[src/execPkg.sv]
`default_nettype none

package execPkg;

	//////////////////////////////////////////////////////////////////////
	// Data path widths
	//////////////////////////////////////////////////////////////////////

	localparam int DATA_WIDTH  = 32;	// Operand width
	localparam int ISSUE_WIDTH = 6;		// Issue number bits
	localparam int INDEX_WIDTH = 5;		// Register index bits

	typedef logic [DATA_WIDTH-1:0]  data_t;
	typedef logic [ISSUE_WIDTH-1:0] issueNo_t;	// Wraps at 64
	typedef logic [INDEX_WIDTH-1:0] index_t;

	//////////////////////////////////////////////////////////////////////
	// Write-back token
	//////////////////////////////////////////////////////////////////////

	// Travels with an operation from dispatch to write-back
	typedef struct packed {
		index_t   dst;		// Destination register
		data_t    data;		// Math result or loaded word
		issueNo_t issueNo;	// Age stamp from dispatch
	} wbEntry_t;

endpackage

`default_nettype wire

[src/isaPkg.sv]
`default_nettype none

package isaPkg;

	import execPkg::*;

	//////////////////////////////////////////////////////////////////////
	// Command word
	//////////////////////////////////////////////////////////////////////

	typedef enum logic [1:0] {
		MATH   = 2'b00,		// Multiply-add
		RSVD_A = 2'b01,
		RSVD_B = 2'b10,
		MEM    = 2'b11		// Load or store
	} opType_t;

	typedef struct packed {
		opType_t    opType;
		index_t     dst;
		logic [8:0] unused;
	} mathOp_t;

	typedef struct packed {
		opType_t    opType;
		index_t     dst;
		logic       port;		// 0 even, 1 odd
		logic       store;		// 0 load, 1 store
		logic [6:0] unused;
	} memOp_t;

	// opType and dst sit in the same bits in both views
	typedef union packed {
		mathOp_t math;
		memOp_t  mem;
	} instr_u;

	typedef struct packed {
		instr_u instr;
		data_t  src1;		// Multiplicand or store data
		data_t  src2;		// Multiplier or address
		data_t  src3;		// Addend
	} command_t;

endpackage

`default_nettype wire

[src/execLane.sv]
`timescale 1ns/10ps
`default_nettype none

module execLane
	import execPkg::*, isaPkg::*;
#(
	parameter int MUL_DEPTH   = 3,
	parameter int QUEUE_DEPTH = 4
)(
	input  wire              clock,
	input  wire              reset,
	input  wire              cmdValid,
	input  wire command_t    cmd,
	output logic             busy,
	input  wire              stall,
	output logic [1:0]       ldSt,
	output logic [1:0]       isStore,
	output data_t [1:0]      memAddr,
	output data_t [1:0]      stData,
	input  wire  [1:0]       grant,
	input  wire  [1:0]       endAccess,
	input  wire data_t [1:0] ldData,
	output logic [1:0]       done,
	output logic             wbValid,
	output wbEntry_t         wb
);

	logic           mathReq;
	logic [1:0]     memReq;
	wbEntry_t       token;
	issueNo_t       curIssueNo;
	logic           mathFull;
	logic           mathInFlight;
	logic           mathValid;
	wbEntry_t       mathResult;
	logic [1:0]     memBusy;
	logic [2:0]     queueNotEmpty;
	logic [2:0]     queueAlmostFull;
	wbEntry_t [2:0] queueHead;	// 0 math, 1 even, 2 odd
	logic [2:0]     pop;

	// Math waits for an empty pipe so the spare queue slot covers it
	assign mathFull = queueAlmostFull[0] | mathInFlight;

	//////////////////////////////////////////////////////////////////////
	// Producer
	//////////////////////////////////////////////////////////////////////

	laneDispatch i_dispatch (
		.clock,
		.reset,
		.cmdValid,
		.cmd,
		.mathFull,
		.memBusy,
		.memFull    (queueAlmostFull[2:1]),
		.busy,
		.mathReq,
		.memReq,
		.token,
		.curIssueNo
	);

	multiplyAddUnit #(.MUL_DEPTH(MUL_DEPTH)) i_mulAdd (
		.clock,
		.reset,
		.req        (mathReq),
		.src1       (cmd.src1),
		.src2       (cmd.src2),
		.src3       (cmd.src3),
		.tokenIn    (token),
		.valid      (mathValid),
		.result     (mathResult),
		.inFlight   (mathInFlight)
	);

	resultQueue #(.QUEUE_DEPTH(QUEUE_DEPTH)) i_mathQueue (
		.clock,
		.reset,
		.push       (mathValid),
		.pushData   (mathResult),
		.pop        (pop[0]),
		.notEmpty   (queueNotEmpty[0]),
		.head       (queueHead[0]),
		.almostFull (queueAlmostFull[0])
	);

	// Even port at index 0, odd port at index 1
	for (genvar p = 0; p < 2; p++) begin : g_port
		logic     ldValid;
		wbEntry_t ldResult;

		loadStoreUnit i_ldSt (
			.clock,
			.reset,
			.req        (memReq[p]),
			.cmd,
			.tokenIn    (token),
			.ldSt       (ldSt[p]),
			.isStore    (isStore[p]),
			.memAddr    (memAddr[p]),
			.stData     (stData[p]),
			.grant      (grant[p]),
			.endAccess  (endAccess[p]),
			.ldData     (ldData[p]),
			.busy       (memBusy[p]),
			.done       (done[p]),
			.valid      (ldValid),
			.result     (ldResult)
		);

		resultQueue #(.QUEUE_DEPTH(QUEUE_DEPTH)) i_memQueue (
			.clock,
			.reset,
			.push       (ldValid),
			.pushData   (ldResult),
			.pop        (pop[p+1]),
			.notEmpty   (queueNotEmpty[p+1]),
			.head       (queueHead[p+1]),
			.almostFull (queueAlmostFull[p+1])
		);
	end

	//////////////////////////////////////////////////////////////////////
	// Consumer
	//////////////////////////////////////////////////////////////////////

	writeBackSelect i_wbSelect (
		.curIssueNo,
		.stall,
		.notEmpty   (queueNotEmpty),
		.head0      (queueHead[0]),
		.head1      (queueHead[1]),
		.head2      (queueHead[2]),
		.pop,
		.wbValid,
		.wb
	);

endmodule

`default_nettype wire

[src/laneDispatch.sv]
`timescale 1ns/10ps
`default_nettype none

module laneDispatch
	import execPkg::*, isaPkg::*;
(
	input  wire             clock,
	input  wire             reset,
	input  wire             cmdValid,
	input  wire command_t   cmd,
	input  wire             mathFull,
	input  wire  [1:0]      memBusy,
	input  wire  [1:0]      memFull,
	output logic            busy,
	output logic            mathReq,
	output logic [1:0]      memReq,
	output wbEntry_t        token,
	output issueNo_t        curIssueNo
);

	opType_t opType;
	logic    isMath;
	logic    isMem;
	logic    port;
	logic    accept;

	assign opType = cmd.instr.math.opType;	// Same field in the memory view
	assign isMath = (opType == MATH);
	assign isMem  = (opType == MEM);
	assign port   = cmd.instr.mem.port;

	// Status of the unit and queue this command would go to
	assign busy = isMath ? mathFull :
		isMem ? (memBusy[port] | memFull[port]) : 1'b0;

	assign accept = cmdValid & ~busy & (isMath | isMem);	// Reserved codes dropped

	assign mathReq   = accept & isMath;
	assign memReq[0] = accept & isMem & ~port;
	assign memReq[1] = accept & isMem & port;

	always_comb begin
		token         = '0;
		token.dst     = cmd.instr.math.dst;	// Same bits in the memory view
		token.issueNo = curIssueNo;
	end

	// Next issue number
	always_ff @(posedge clock) begin
		if (reset) begin
			curIssueNo <= '0;
		end else if (accept) begin
			curIssueNo <= curIssueNo + 1'b1;
		end
	end

endmodule

`default_nettype wire

[src/loadStoreUnit.sv]
`timescale 1ns/10ps
`default_nettype none

module loadStoreUnit
	import execPkg::*, isaPkg::*;
(
	input  wire             clock,
	input  wire             reset,
	input  wire             req,
	input  wire command_t   cmd,
	input  wire wbEntry_t   tokenIn,
	output logic            ldSt,
	output logic            isStore,
	output data_t           memAddr,
	output data_t           stData,
	input  wire             grant,
	input  wire             endAccess,
	input  wire data_t      ldData,
	output logic            busy,
	output logic            done,
	output logic            valid,
	output wbEntry_t        result
);

	localparam logic [1:0] IDLE    = 2'd0;
	localparam logic [1:0] REQUEST = 2'd1;
	localparam logic [1:0] ACCESS  = 2'd2;

	logic [1:0] state;
	logic       storeReg;
	data_t      addrReg;
	data_t      dataReg;
	wbEntry_t   tokenReg;
	logic       doneReg;
	logic       validReg;

	//////////////////////////////////////////////////////////////////////
	// Port FSM
	//////////////////////////////////////////////////////////////////////

	always_ff @(posedge clock) begin
		if (reset) begin
			state    <= IDLE;
			doneReg  <= 1'b0;
			validReg <= 1'b0;
		end else begin
			doneReg  <= 1'b0;
			validReg <= 1'b0;
			case (state)
				IDLE: begin
					if (req) begin
						state <= REQUEST;
					end
				end
				REQUEST: begin
					if (grant) begin
						state <= ACCESS;	// Drop request next cycle
					end
				end
				ACCESS: begin
					if (endAccess) begin
						state    <= IDLE;
						doneReg  <= 1'b1;
						validReg <= ~storeReg;	// Only loads write back
					end
				end
				default: begin
					state <= IDLE;
				end
			endcase
		end
	end

	// Command and token captured at the request
	always_ff @(posedge clock) begin
		if (state == IDLE && req) begin
			storeReg <= cmd.instr.mem.store;
			addrReg  <= cmd.src2;
			dataReg  <= cmd.src1;
			tokenReg <= tokenIn;
		end
		if (state == ACCESS && endAccess) begin
			tokenReg.data <= ldData;	// Loaded word into the token
		end
	end

	assign ldSt    = (state == REQUEST);
	assign isStore = storeReg;
	assign memAddr = addrReg;
	assign stData  = dataReg;
	assign busy    = (state != IDLE);
	assign done    = doneReg;
	assign valid   = validReg;
	assign result  = tokenReg;

endmodule

`default_nettype wire

[src/multiplyAddUnit.sv]
`timescale 1ns/10ps
`default_nettype none

module multiplyAddUnit
	import execPkg::*;
#(
	parameter int MUL_DEPTH = 3
)(
	input  wire             clock,
	input  wire             reset,
	input  wire             req,
	input  wire data_t      src1,
	input  wire data_t      src2,
	input  wire data_t      src3,
	input  wire wbEntry_t   tokenIn,
	output logic            valid,
	output wbEntry_t        result,
	output logic            inFlight
);

	wbEntry_t               stage [MUL_DEPTH];
	logic [MUL_DEPTH-1:0]   stageValid;
	data_t                  mulAdd;
	wbEntry_t               entry;

	assign mulAdd = src1 * src2 + src3;	// Truncated to 32 bits

	always_comb begin
		entry      = tokenIn;
		entry.data = mulAdd;
	end

	// Valid bits of the shift pipeline
	always_ff @(posedge clock) begin
		if (reset) begin
			stageValid <= '0;
		end else begin
			stageValid[0] <= req;
			for (int i = 1; i < MUL_DEPTH; i++) begin
				stageValid[i] <= stageValid[i-1];
			end
		end
	end

	// Tokens move along with their valid bit
	always_ff @(posedge clock) begin
		stage[0] <= entry;
		for (int i = 1; i < MUL_DEPTH; i++) begin
			stage[i] <= stage[i-1];
		end
	end

	assign valid    = stageValid[MUL_DEPTH-1];
	assign result   = stage[MUL_DEPTH-1];
	assign inFlight = |stageValid;	// Any stage occupied

endmodule

`default_nettype wire

[src/resultQueue.sv]
`timescale 1ns/10ps
`default_nettype none

module resultQueue
	import execPkg::*;
#(
	parameter int QUEUE_DEPTH = 4
)(
	input  wire             clock,
	input  wire             reset,
	input  wire             push,
	input  wire wbEntry_t   pushData,
	input  wire             pop,
	output logic            notEmpty,
	output wbEntry_t        head,
	output logic            almostFull
);

	localparam int PTR_WIDTH = (QUEUE_DEPTH > 1) ? $clog2(QUEUE_DEPTH) : 1;
	localparam int CNT_WIDTH = $clog2(QUEUE_DEPTH + 1);

	wbEntry_t             entries [QUEUE_DEPTH];
	logic [PTR_WIDTH-1:0] wrPtr;
	logic [PTR_WIDTH-1:0] rdPtr;
	logic [CNT_WIDTH-1:0] count;
	logic                 wrEn;
	logic                 rdEn;

	assign wrEn = push && (count != CNT_WIDTH'(QUEUE_DEPTH));
	assign rdEn = pop && notEmpty;

	always_ff @(posedge clock) begin
		if (reset) begin
			wrPtr <= '0;
			rdPtr <= '0;
			count <= '0;
		end else begin
			if (wrEn) begin
				wrPtr <= (wrPtr == PTR_WIDTH'(QUEUE_DEPTH - 1)) ? '0 : wrPtr + 1'b1;
			end
			if (rdEn) begin
				rdPtr <= (rdPtr == PTR_WIDTH'(QUEUE_DEPTH - 1)) ? '0 : rdPtr + 1'b1;
			end
			case ({wrEn, rdEn})
				2'b10:   count <= count + 1'b1;
				2'b01:   count <= count - 1'b1;
				default: count <= count;	// Both or neither
			endcase
		end
	end

	always_ff @(posedge clock) begin
		if (wrEn) begin
			entries[wrPtr] <= pushData;
		end
	end

	assign notEmpty   = (count != '0);
	assign head       = entries[rdPtr];
	assign almostFull = (count >= CNT_WIDTH'(QUEUE_DEPTH - 1));	// One slot or less left

endmodule

`default_nettype wire

[src/writeBackSelect.sv]
`timescale 1ns/10ps
`default_nettype none

module writeBackSelect
	import execPkg::*;
(
	input  wire issueNo_t   curIssueNo,
	input  wire             stall,
	input  wire  [2:0]      notEmpty,
	input  wire wbEntry_t   head0,
	input  wire wbEntry_t   head1,
	input  wire wbEntry_t   head2,
	output logic [2:0]      pop,
	output logic            wbValid,
	output wbEntry_t        wb
);

	issueNo_t   life0;
	issueNo_t   life1;
	issueNo_t   life2;
	logic [2:0] pick;

	// Age of each head modulo 64
	assign life0 = curIssueNo - head0.issueNo;
	assign life1 = curIssueNo - head1.issueNo;
	assign life2 = curIssueNo - head2.issueNo;

	// Oldest present head wins
	always_comb begin
		pick = '0;
		if (notEmpty[0] && (!notEmpty[1] || life0 > life1)
				&& (!notEmpty[2] || life0 > life2)) begin
			pick[0] = 1'b1;
		end else if (notEmpty[1] && (!notEmpty[2] || life1 > life2)) begin
			pick[1] = 1'b1;
		end else if (notEmpty[2]) begin
			pick[2] = 1'b1;
		end
	end

	assign wbValid = (|pick) & ~stall;
	assign pop     = stall ? 3'b000 : pick;
	assign wb      = pick[0] ? head0 :
		pick[1] ? head1 : head2;

endmodule

`default_nettype wire

[config.mk]
export PLATFORM = sky130hd
export DESIGN_NAME = execLane
export DESIGN_NICKNAME = d
export VERILOG_FILES = /design/src/execPkg.sv /design/src/isaPkg.sv /design/src/execLane.sv /design/src/laneDispatch.sv /design/src/loadStoreUnit.sv /design/src/multiplyAddUnit.sv /design/src/resultQueue.sv /design/src/writeBackSelect.sv
export SDC_FILE = /design/constraint.sdc
export NUM_CORES = 2
export LEC_CHECK = 0
export ABC_AREA = 0
export BUFFER_PORTS_ARGS = -buffer_cell sky130_fd_sc_hd__buf_4
export CORE_ASPECT_RATIO = 0.9
export CORE_UTILIZATION = 40
export CTS_CLUSTER_DIAMETER = 50
export CTS_CLUSTER_SIZE = 24
export DETAILED_ROUTE_END_ITERATION = 12
export PLACE_DENSITY_LB_ADDON = 0.05
export SLEW_MARGIN = 25
export SYNTH_ARGS = -nofsm -noshare
export SYNTH_HDL_FRONTEND = slang
export SYNTH_HIERARCHICAL = 1
export SYNTH_SLANG_ARGS = --single-unit
[constraint.sdc]
create_clock -name clock -period 9.4 [get_ports clock]
set_input_delay 1.88 -clock clock [delete_from_list [all_inputs] [get_ports clock]]
set_output_delay 1.88 -clock clock [all_outputs]
set_load 0.05 [all_outputs]
## Word-level counts from Yosys, hierarchy flattened

Memory sizes are Yosys's and may differ from the RTL's. A register that Yosys moved wholly into a read port is not among the register bits.
Cells that the tools add are included.

| storage, ports and cells | value |
|---|---|
| output and inout port bits | 179 |
| register bits | 254 |
| RAM bits | 645 |
| input port bits | 184 |
| memories | 4 |
| word-level logic and storage cells | 191 |

Memories:

| memory | depth | width | rd ports | clocked after Yosys merged registers in | wr ports | RTL line | RTL |
|---|---|---|---|---|---|---|---|
| g_port[0].i_memQueue.entries | 4 | 43 | 1 | 1 | 1 | resultQueue.sv:22 | `wbEntry_t entries [QUEUE_DEPTH];` |
| g_port[1].i_memQueue.entries | 4 | 43 | 1 | 1 | 1 | resultQueue.sv:22 |  |
| i_mathQueue.entries | 4 | 43 | 1 | 1 | 1 | resultQueue.sv:22 |  |
| i_mulAdd.stage | 3 | 43 | 3 | 0 | 3 | multiplyAddUnit.sv:21 | `wbEntry_t stage [MUL_DEPTH];` |

| operators by class | value |
|---|---|
| bitwise logic cells | 19 |
| magnitude comparators | 7 |
| multiply operators | 1 |
| multiplexer cells | 49 |
| equality and inequality tests | 26 |
| add/subtract/negate cells | 17 |
| reduce and logical (&&, ||, !) cells | 39 |

Operators by type and width:

| operator | count |
|---|---|
| $mux W43 | 2 |
| $mux W38 | 2 |
| $mux W32 | 2 |
| $mux W2 | 19 |
| $add A32 B32 Y32 | 1 |
| $mul A32 B32 Y32 | 1 |
| $eq A2 B2 Y1 const B | 12 |
| $gt A6 B6 Y1 | 3 |
| $mux W1 | 18 |
| $pmux W3 S2 | 3 |
| $sub A6 B6 Y6 | 3 |
| $reduce_bool A2 Y1 | 7 |
| $logic_and A1 B1 Y1 | 13 |
| $add A2 B1 Y2 const B | 6 |
| $pmux W2 S3 | 2 |
| $reduce_or A3 Y1 | 4 |
| $eq A2 B1 Y1 const B | 5 |
| $add A3 B1 Y3 const B | 3 |
| $ge A3 B2 Y1 const B | 3 |
| $ne A3 B3 Y1 const B | 3 |
| $not A1 Y1 | 9 |
| $reduce_bool A3 Y1 | 3 |
| $sub A3 B1 Y3 const B | 3 |
| $ne A2 B2 Y1 const B | 4 |
| other kinds (11) | 27 |

## Depth between registers and ports, before layout

| logic depth | value |
|---|---|
| word-level depth | 14 |
| depth in mapped cells | 29 |
| depth with buffers taken out | 26 |

## Modules after synthesis

The synthesis kept the hierarchy.

Modules (own cells, without submodules):

| module | sequential area each (µm²) | times used | cells an instance | area each (µm²) |
|---|---|---|---|---|
| multiplyAddUnit | 2642.5 | 1 | 2046 | 19814.0 |
| resultQueue at g_port[1].i_memQueue ... | 5345.1 | 2 | 278 | 6710.2 |
| loadStoreUnit | 3323.2 | 2 | 237 | 4164.0 |
| resultQueue at g_port[0].i_memQueue | 5345.1 | 1 | 278 | 6711.4 |
| writeBackSelect | 0.0 | 1 | 351 | 2337.2 |
| laneDispatch | 120.1 | 1 | 92 | 778.2 |
| execLane | 0.0 | 1 | 1 | 6.3 |

## Worst setup path after synthesis

OpenSTA, ideal clock, no wires.

| timing | value |
|---|---|
| path type | input -> register |
| from | in cmd[35] (netlist bit) |
| to | mem i_mulAdd/stage[0][37] (netlist bit) |
| data required time | 9279 ps |
| setup slack | 928 ps |
| stages on the path | 27 |
| path buffers | 3 |
| library setup time | 121 ps |
| arrival | 8351 ps |
| cells stage by stage | clkbuf_1 > clkbuf_1 > and2_1 > fa_1 > fa_1 > fa_1 > inv_1 > fa_1 > inv_1 > fa_1 > inv_1 > fa_1 > inv_1 > fa_1 > inv_1 > fa_1 > inv_1 > ha_1 > clkbuf_1 > nand4_1 > nor4_1 > nand3_1 > a31oi_1 > o21ai_1 > nand3_1 > a41oi_1 > xnor2_1 |

RTL lines:

| item | RTL line | RTL |
|---|---|---|
| start: declaration | execLane.sv:13 | `input wire command_t cmd,` |
| end: declaration | multiplyAddUnit.sv:21 |  |

==> out/results.txt <==
The count of nets left with antenna violations once routing finished came out at 0. The aggregate global routing overflow is 0. The worst hold path passes through 0 cells. The final layout contains 4,872 nets. The number of failing hold endpoints at the final stage was 0.

The count of buffers added on input and output ports is 355. In this run the power density over the cells is 423 nW/um^2. The delay contributed by the slowest stage of the critical path came out at 0.72 ns.

The total routing usage reported by global routing was 0.219. Setup repair after global routing left no endpoint under its margin. The detailed router finished its first iteration with 1,850 violations. The first detailed-routing pass ran for 6 iterations. The CTS sink count came out at 905. Weighted congestion at the end of routability-driven global placement: 0.783. The most used flip-flop cell after synthesis is edfxtp_1. The number of distinct library cell variants in the gate-level netlist after synthesis is 84. Post-CTS repair changed the size of 0 cells.

The die covers 130,000 sq um. The starting density of the core was 0.404; the maximum net fanout on the critical path was 44. Across all register-to-register paths, the minimum setup slack is 2.25 ns.

The power share of the clock group came out at 0.162. The switching power total came out at 10.7 mW. The slew at the pin closest to its max-slew limit was 1.11 ns; the yosys synthesis warning count was 6.

After detailed routing, the average wire length per cell comes to 24.1 um. The final critical-path share of the clock period works out to 0.914. The switching portion of total power came out at 0.430. The run gives 14.1 mW as the internal power. For the post-DP HPWL, the log shows 100,000 um.

The sort of element at the start of the critical path is a flip-flop. The synthesized netlist occupies a cell area of 51,400 sq um. The run gives 0 as the DRC violations left. Summing over every cut layer, the via total after detailed routing is 29,300. The synthesized design contains 732 enable-type register cells. The maximum number of pins on one net before global-route repair is 53, and the arrival time of data at the critical path endpoint is 6.71 ns.

On the critical path, the stage with the largest delay is an instance of dfxtp_4. The critical path is of the flip-flop to primary output type. The first global-routing pass estimated 209,000 um of wire. Counting along the longest clock path gives a buffer depth of 3.

TritonCTS built the clock tree. The logs give 127,000 sq um for the core area and 31,200 for the number of global-route vias before repair. Setup violations remaining at the end of the flow were counted as 0. The count of max-cap constraint violations was 0.

On the critical path the largest part of the delay comes from compound AO/OA/AOI/OAI gates. From left edge to right edge, the die measures 380 um. Relative to the synthesized area, the layout overhead comes to 14.2%. For the total chip power, the log shows 24.8 mW. Gate count of the mapped netlist: 3,798.

The number of clock buffers added by TritonCTS is 94. The min-delay analysis places its worst path in the category flip-flop to flip-flop. After detailed routing, the number of vias per cell comes to 5.01. The clock input transition at the sequential cells of the worst setup and hold paths came out at 0.07 ns. The tools report the library cell used as clock root buffer as clkbuf_16. Per-instance average area after synthesis: 13.5 sq um. Counting cells, the worst reg-to-reg path comes to 23. The clock latency on the worst-skew pair came out at 0.71 ns. The fraction of final layout cells with drive strength greater than 1 is 0.201, and the accumulated negative setup slack is 0 ns. Number of synthesized register bits: 905.

The initial antenna violation count is 6, and the post-CTS setup repair buffer count is 0. Walking the worst path, the cells encountered are mux4_2 -> inv_1 -> ha_1 -> nor2b_1 -> o31ai_1 -> nand2_1 -> ha_1 -> and2_1 -> o21ai_0 -> a32o_1 -> maj3_2 -> maj3_2 -> a21o_1 -> buf_4 -> a31oi_1 -> buf_4. The critical path crosses 16 cells after its start point. The number of buffers and inverters on the critical path is 3. Final standard cell utilization of the core: 0.461. The tools report the combinational cell fraction of total power as 0.637. From bottom edge to top edge, the die measures 342 um.

Derived from the worst setup path, the maximum achievable clock frequency is 0.116 GHz. For the number of slew-limit violations in the final report, the log shows 0. For the sequential area share after synthesis, the log shows 0.495. The tools report the start point of the worst hold path as i_mulAdd/stage[0][48]. Before CTS, the worst setup slack after placement is 0.408 ns.

Summed over all cells, the static leakage comes to 22.9 nW. The worst setup margin is 0.809 ns, and the shortest clock period the worst path allows after layout is 8.59 ns. The logs give 363 for the I/O pin total and 11,600 for the fill cell total of the finished layout. The H-tree depth is 3. The worst-case headroom to the max-slew limit came out at 0.257. For this design, the CTS-stage hold fixing added 0 buffers. Row generation in the floorplan step produced 124 rows. Summed over all layers, the routed wires come to 141,000 um. The worst register-to-register path ends at g_port[1].i_memQueue/count[2]. The share of async-settable or async-resettable flops after synthesis was 0. The logs give 0.201 for the sequential cell fraction of total power and 7.52 ns for the critical path required time. IR analysis of the VDD net gives a maximum drop of 0.000779 V.

The termination of the worst setup path is wb[38]. The worst setup path is captured at a primary output. The flow ran to the end, and the final reports show no timing, DRC or antenna violations.

Across the routed clock network, the largest skew measured is 0.0681 ns.
worst min-delay path by stage:
stage / to / slack, ns
5_1_grt: i_mulAdd/stage[0][67] / 0.32
3_3_place_gp: i_mulAdd/stage[0][79] / 0.31
2_1_floorplan: i_mulAdd/stage[0][100] / 0.31
4_1_cts: i_mulAdd/stage[0][67] / 0.32
3_5_place_dp: i_mulAdd/stage[0][124] / 0.31
6_report: i_mulAdd/stage[0][91] / 0.32
registers in the layout (all words and copies together) (netlist names), 3 cells and up, named ones only:
signal / flops
g_port.i_memQueue/rdPtr: 4
g_port.i_ldSt/state: 4
i_dispatch/curIssueNo: 6
g_port.i_memQueue/entries: 344
i_mathQueue/count: 3
g_port.i_ldSt/stData: 64
g_port.i_ldSt/memAddr: 64
g_port.i_memQueue/wrPtr: 4
i_mulAdd/stageValid: 3
i_mulAdd/stage: 129
g_port.i_ldSt/result: 86
i_mathQueue/entries: 172
g_port.i_memQueue/count: 6
worst register-to-register path, stage by stage (launching register included):
cell and delay [ns]:
dfxtp_4 0.72, mux4_2 0.61, inv_1 0.14, ha_1 0.24, nor2b_1 0.14, o31ai_1 0.48, nand2_1 0.21, ha_1 0.35
and2_1 0.15, o21ai_0 0.07, a32o_1 0.19, maj3_2 0.21, maj3_2 0.77, a21o_1 0.51, buf_4 0.37, and4b_1 0.33
o31ai_1 0.18, inv_1 0.09, ha_1 0.17, inv_1 0.06, fa_1 0.37, xor2_1 0.16, or3_2 0.40, a21oi_1 0.15
power by group through the flow:
stage / combinational [mW] / clock, mW / sequential, mW
6_report: 15.8 / 4.03 / 4.99
5_1_grt: 17.9 / 4.28 / 5.02
4_1_cts: 16.1 / 4.13 / 4.99
3_5_place_dp: 16.0 / 0 / 5.08
3_3_place_gp: 16.0 / 0 / 5.08
2_1_floorplan: 12.1 / 0 / 5.03
layer usage:
layer,track usage,routed length (um),vias up
met5,0,13,-
met4,0.0578,3400,2
met3,0.0348,6340,167
met2,0.364,68500,698
met1,0.300,62600,15200
li1,-,-,13300
synth_stat cells, types with 5 or more instances:
master | count | area [sq um]
fa_1 | 444 | 8890
inv_1 | 534 | 2000
mux2i_1 | 10 | 100
nor3_1 | 10 | 50.1
nand2b_1 | 14 | 87.6
o21ai_0 | 55 | 275
o31ai_1 | 7 | 52.6
o22ai_1 | 8 | 50.1
nor2_1 | 41 | 154
mux4_2 | 129 | 2910
buf_2 | 38 | 190
nand2_1 | 320 | 1200
a31oi_1 | 47 | 294
nor2b_1 | 21 | 131
edfxtp_1 | 732 | 22000
clkbuf_1 | 102 | 383
a211oi_1 | 45 | 338
o22ai_2 | 56 | 701
o21ai_1 | 11 | 55.1
buf_6 | 30 | 338
xor2_1 | 30 | 263
buf_4 | 93 | 698
nand3_1 | 57 | 285
ha_1 | 174 | 2180
a21o_1 | 11 | 82.6
xnor2_1 | 69 | 604
and3_1 | 5 | 31.3
and3_2 | 12 | 90.1
and2_1 | 369 | 2310
o21a_1 | 9 | 67.6
or3_2 | 6 | 45.0
dfxtp_1 | 173 | 3460
a21oi_1 | 39 | 195
or3_1 | 6 | 37.5
cell usage in the layout, fill, tap and decap left out, types with 98 or more instances in the layout:
master,netlist,layout
dfxtp_1,173,167
inv_1,534,534
edfxtp_1,732,732
and2_1,369,369
ha_1,174,174
mux4_2,129,129
buf_4,93,412
nand2_1,320,320
clkbuf_16,0,98
fa_1,444,444
layout make-up:
cell class / count / area, sq um / area share
diodes: 3 / 7.51 / 0.000128
multi-input cells: 2121 / 22500 / 0.384
repair buffers: 414 / 3150 / 0.0536
flip-flops and latches: 905 / 25500 / 0.434
inverters: 534 / 2000 / 0.0342
well taps: 1701 / 2130 / 0.0363
clock buffers: 108 / 2520 / 0.0429
clock inverters: 66 / 901 / 0.0154
logic make-up (layout without fill, tap and decap cells):
group                      Yosys count  count (layout)  synth area share
buffers and inverters              803            1122            0.0708
adders and majority gates          621             621             0.216
DFF                                905             905             0.495
AOI/OAI and AO/OA                  329             329            0.0490
xor gates and xnor gates           100             100            0.0172
and+or+nand+nor                    895             895            0.0923
muxes                              144             144            0.0596
other                                1              35         0.0000730
stage by stage:
step / instance area, sq um / cells / hold WS (ns)
after global routing: 58700 / 5852 / 0.323
after detailed placement: 55200 / 5674 / 0.312
after floorplan: 51500 / 3829 / 0.310
after CTS: 58600 / 5848 / 0.323
after global placement: 55200 / 5673 / 0.310
final: 58700 / 5852 / 0.319
No activity file was read; power rests on OpenSTA's default activity.
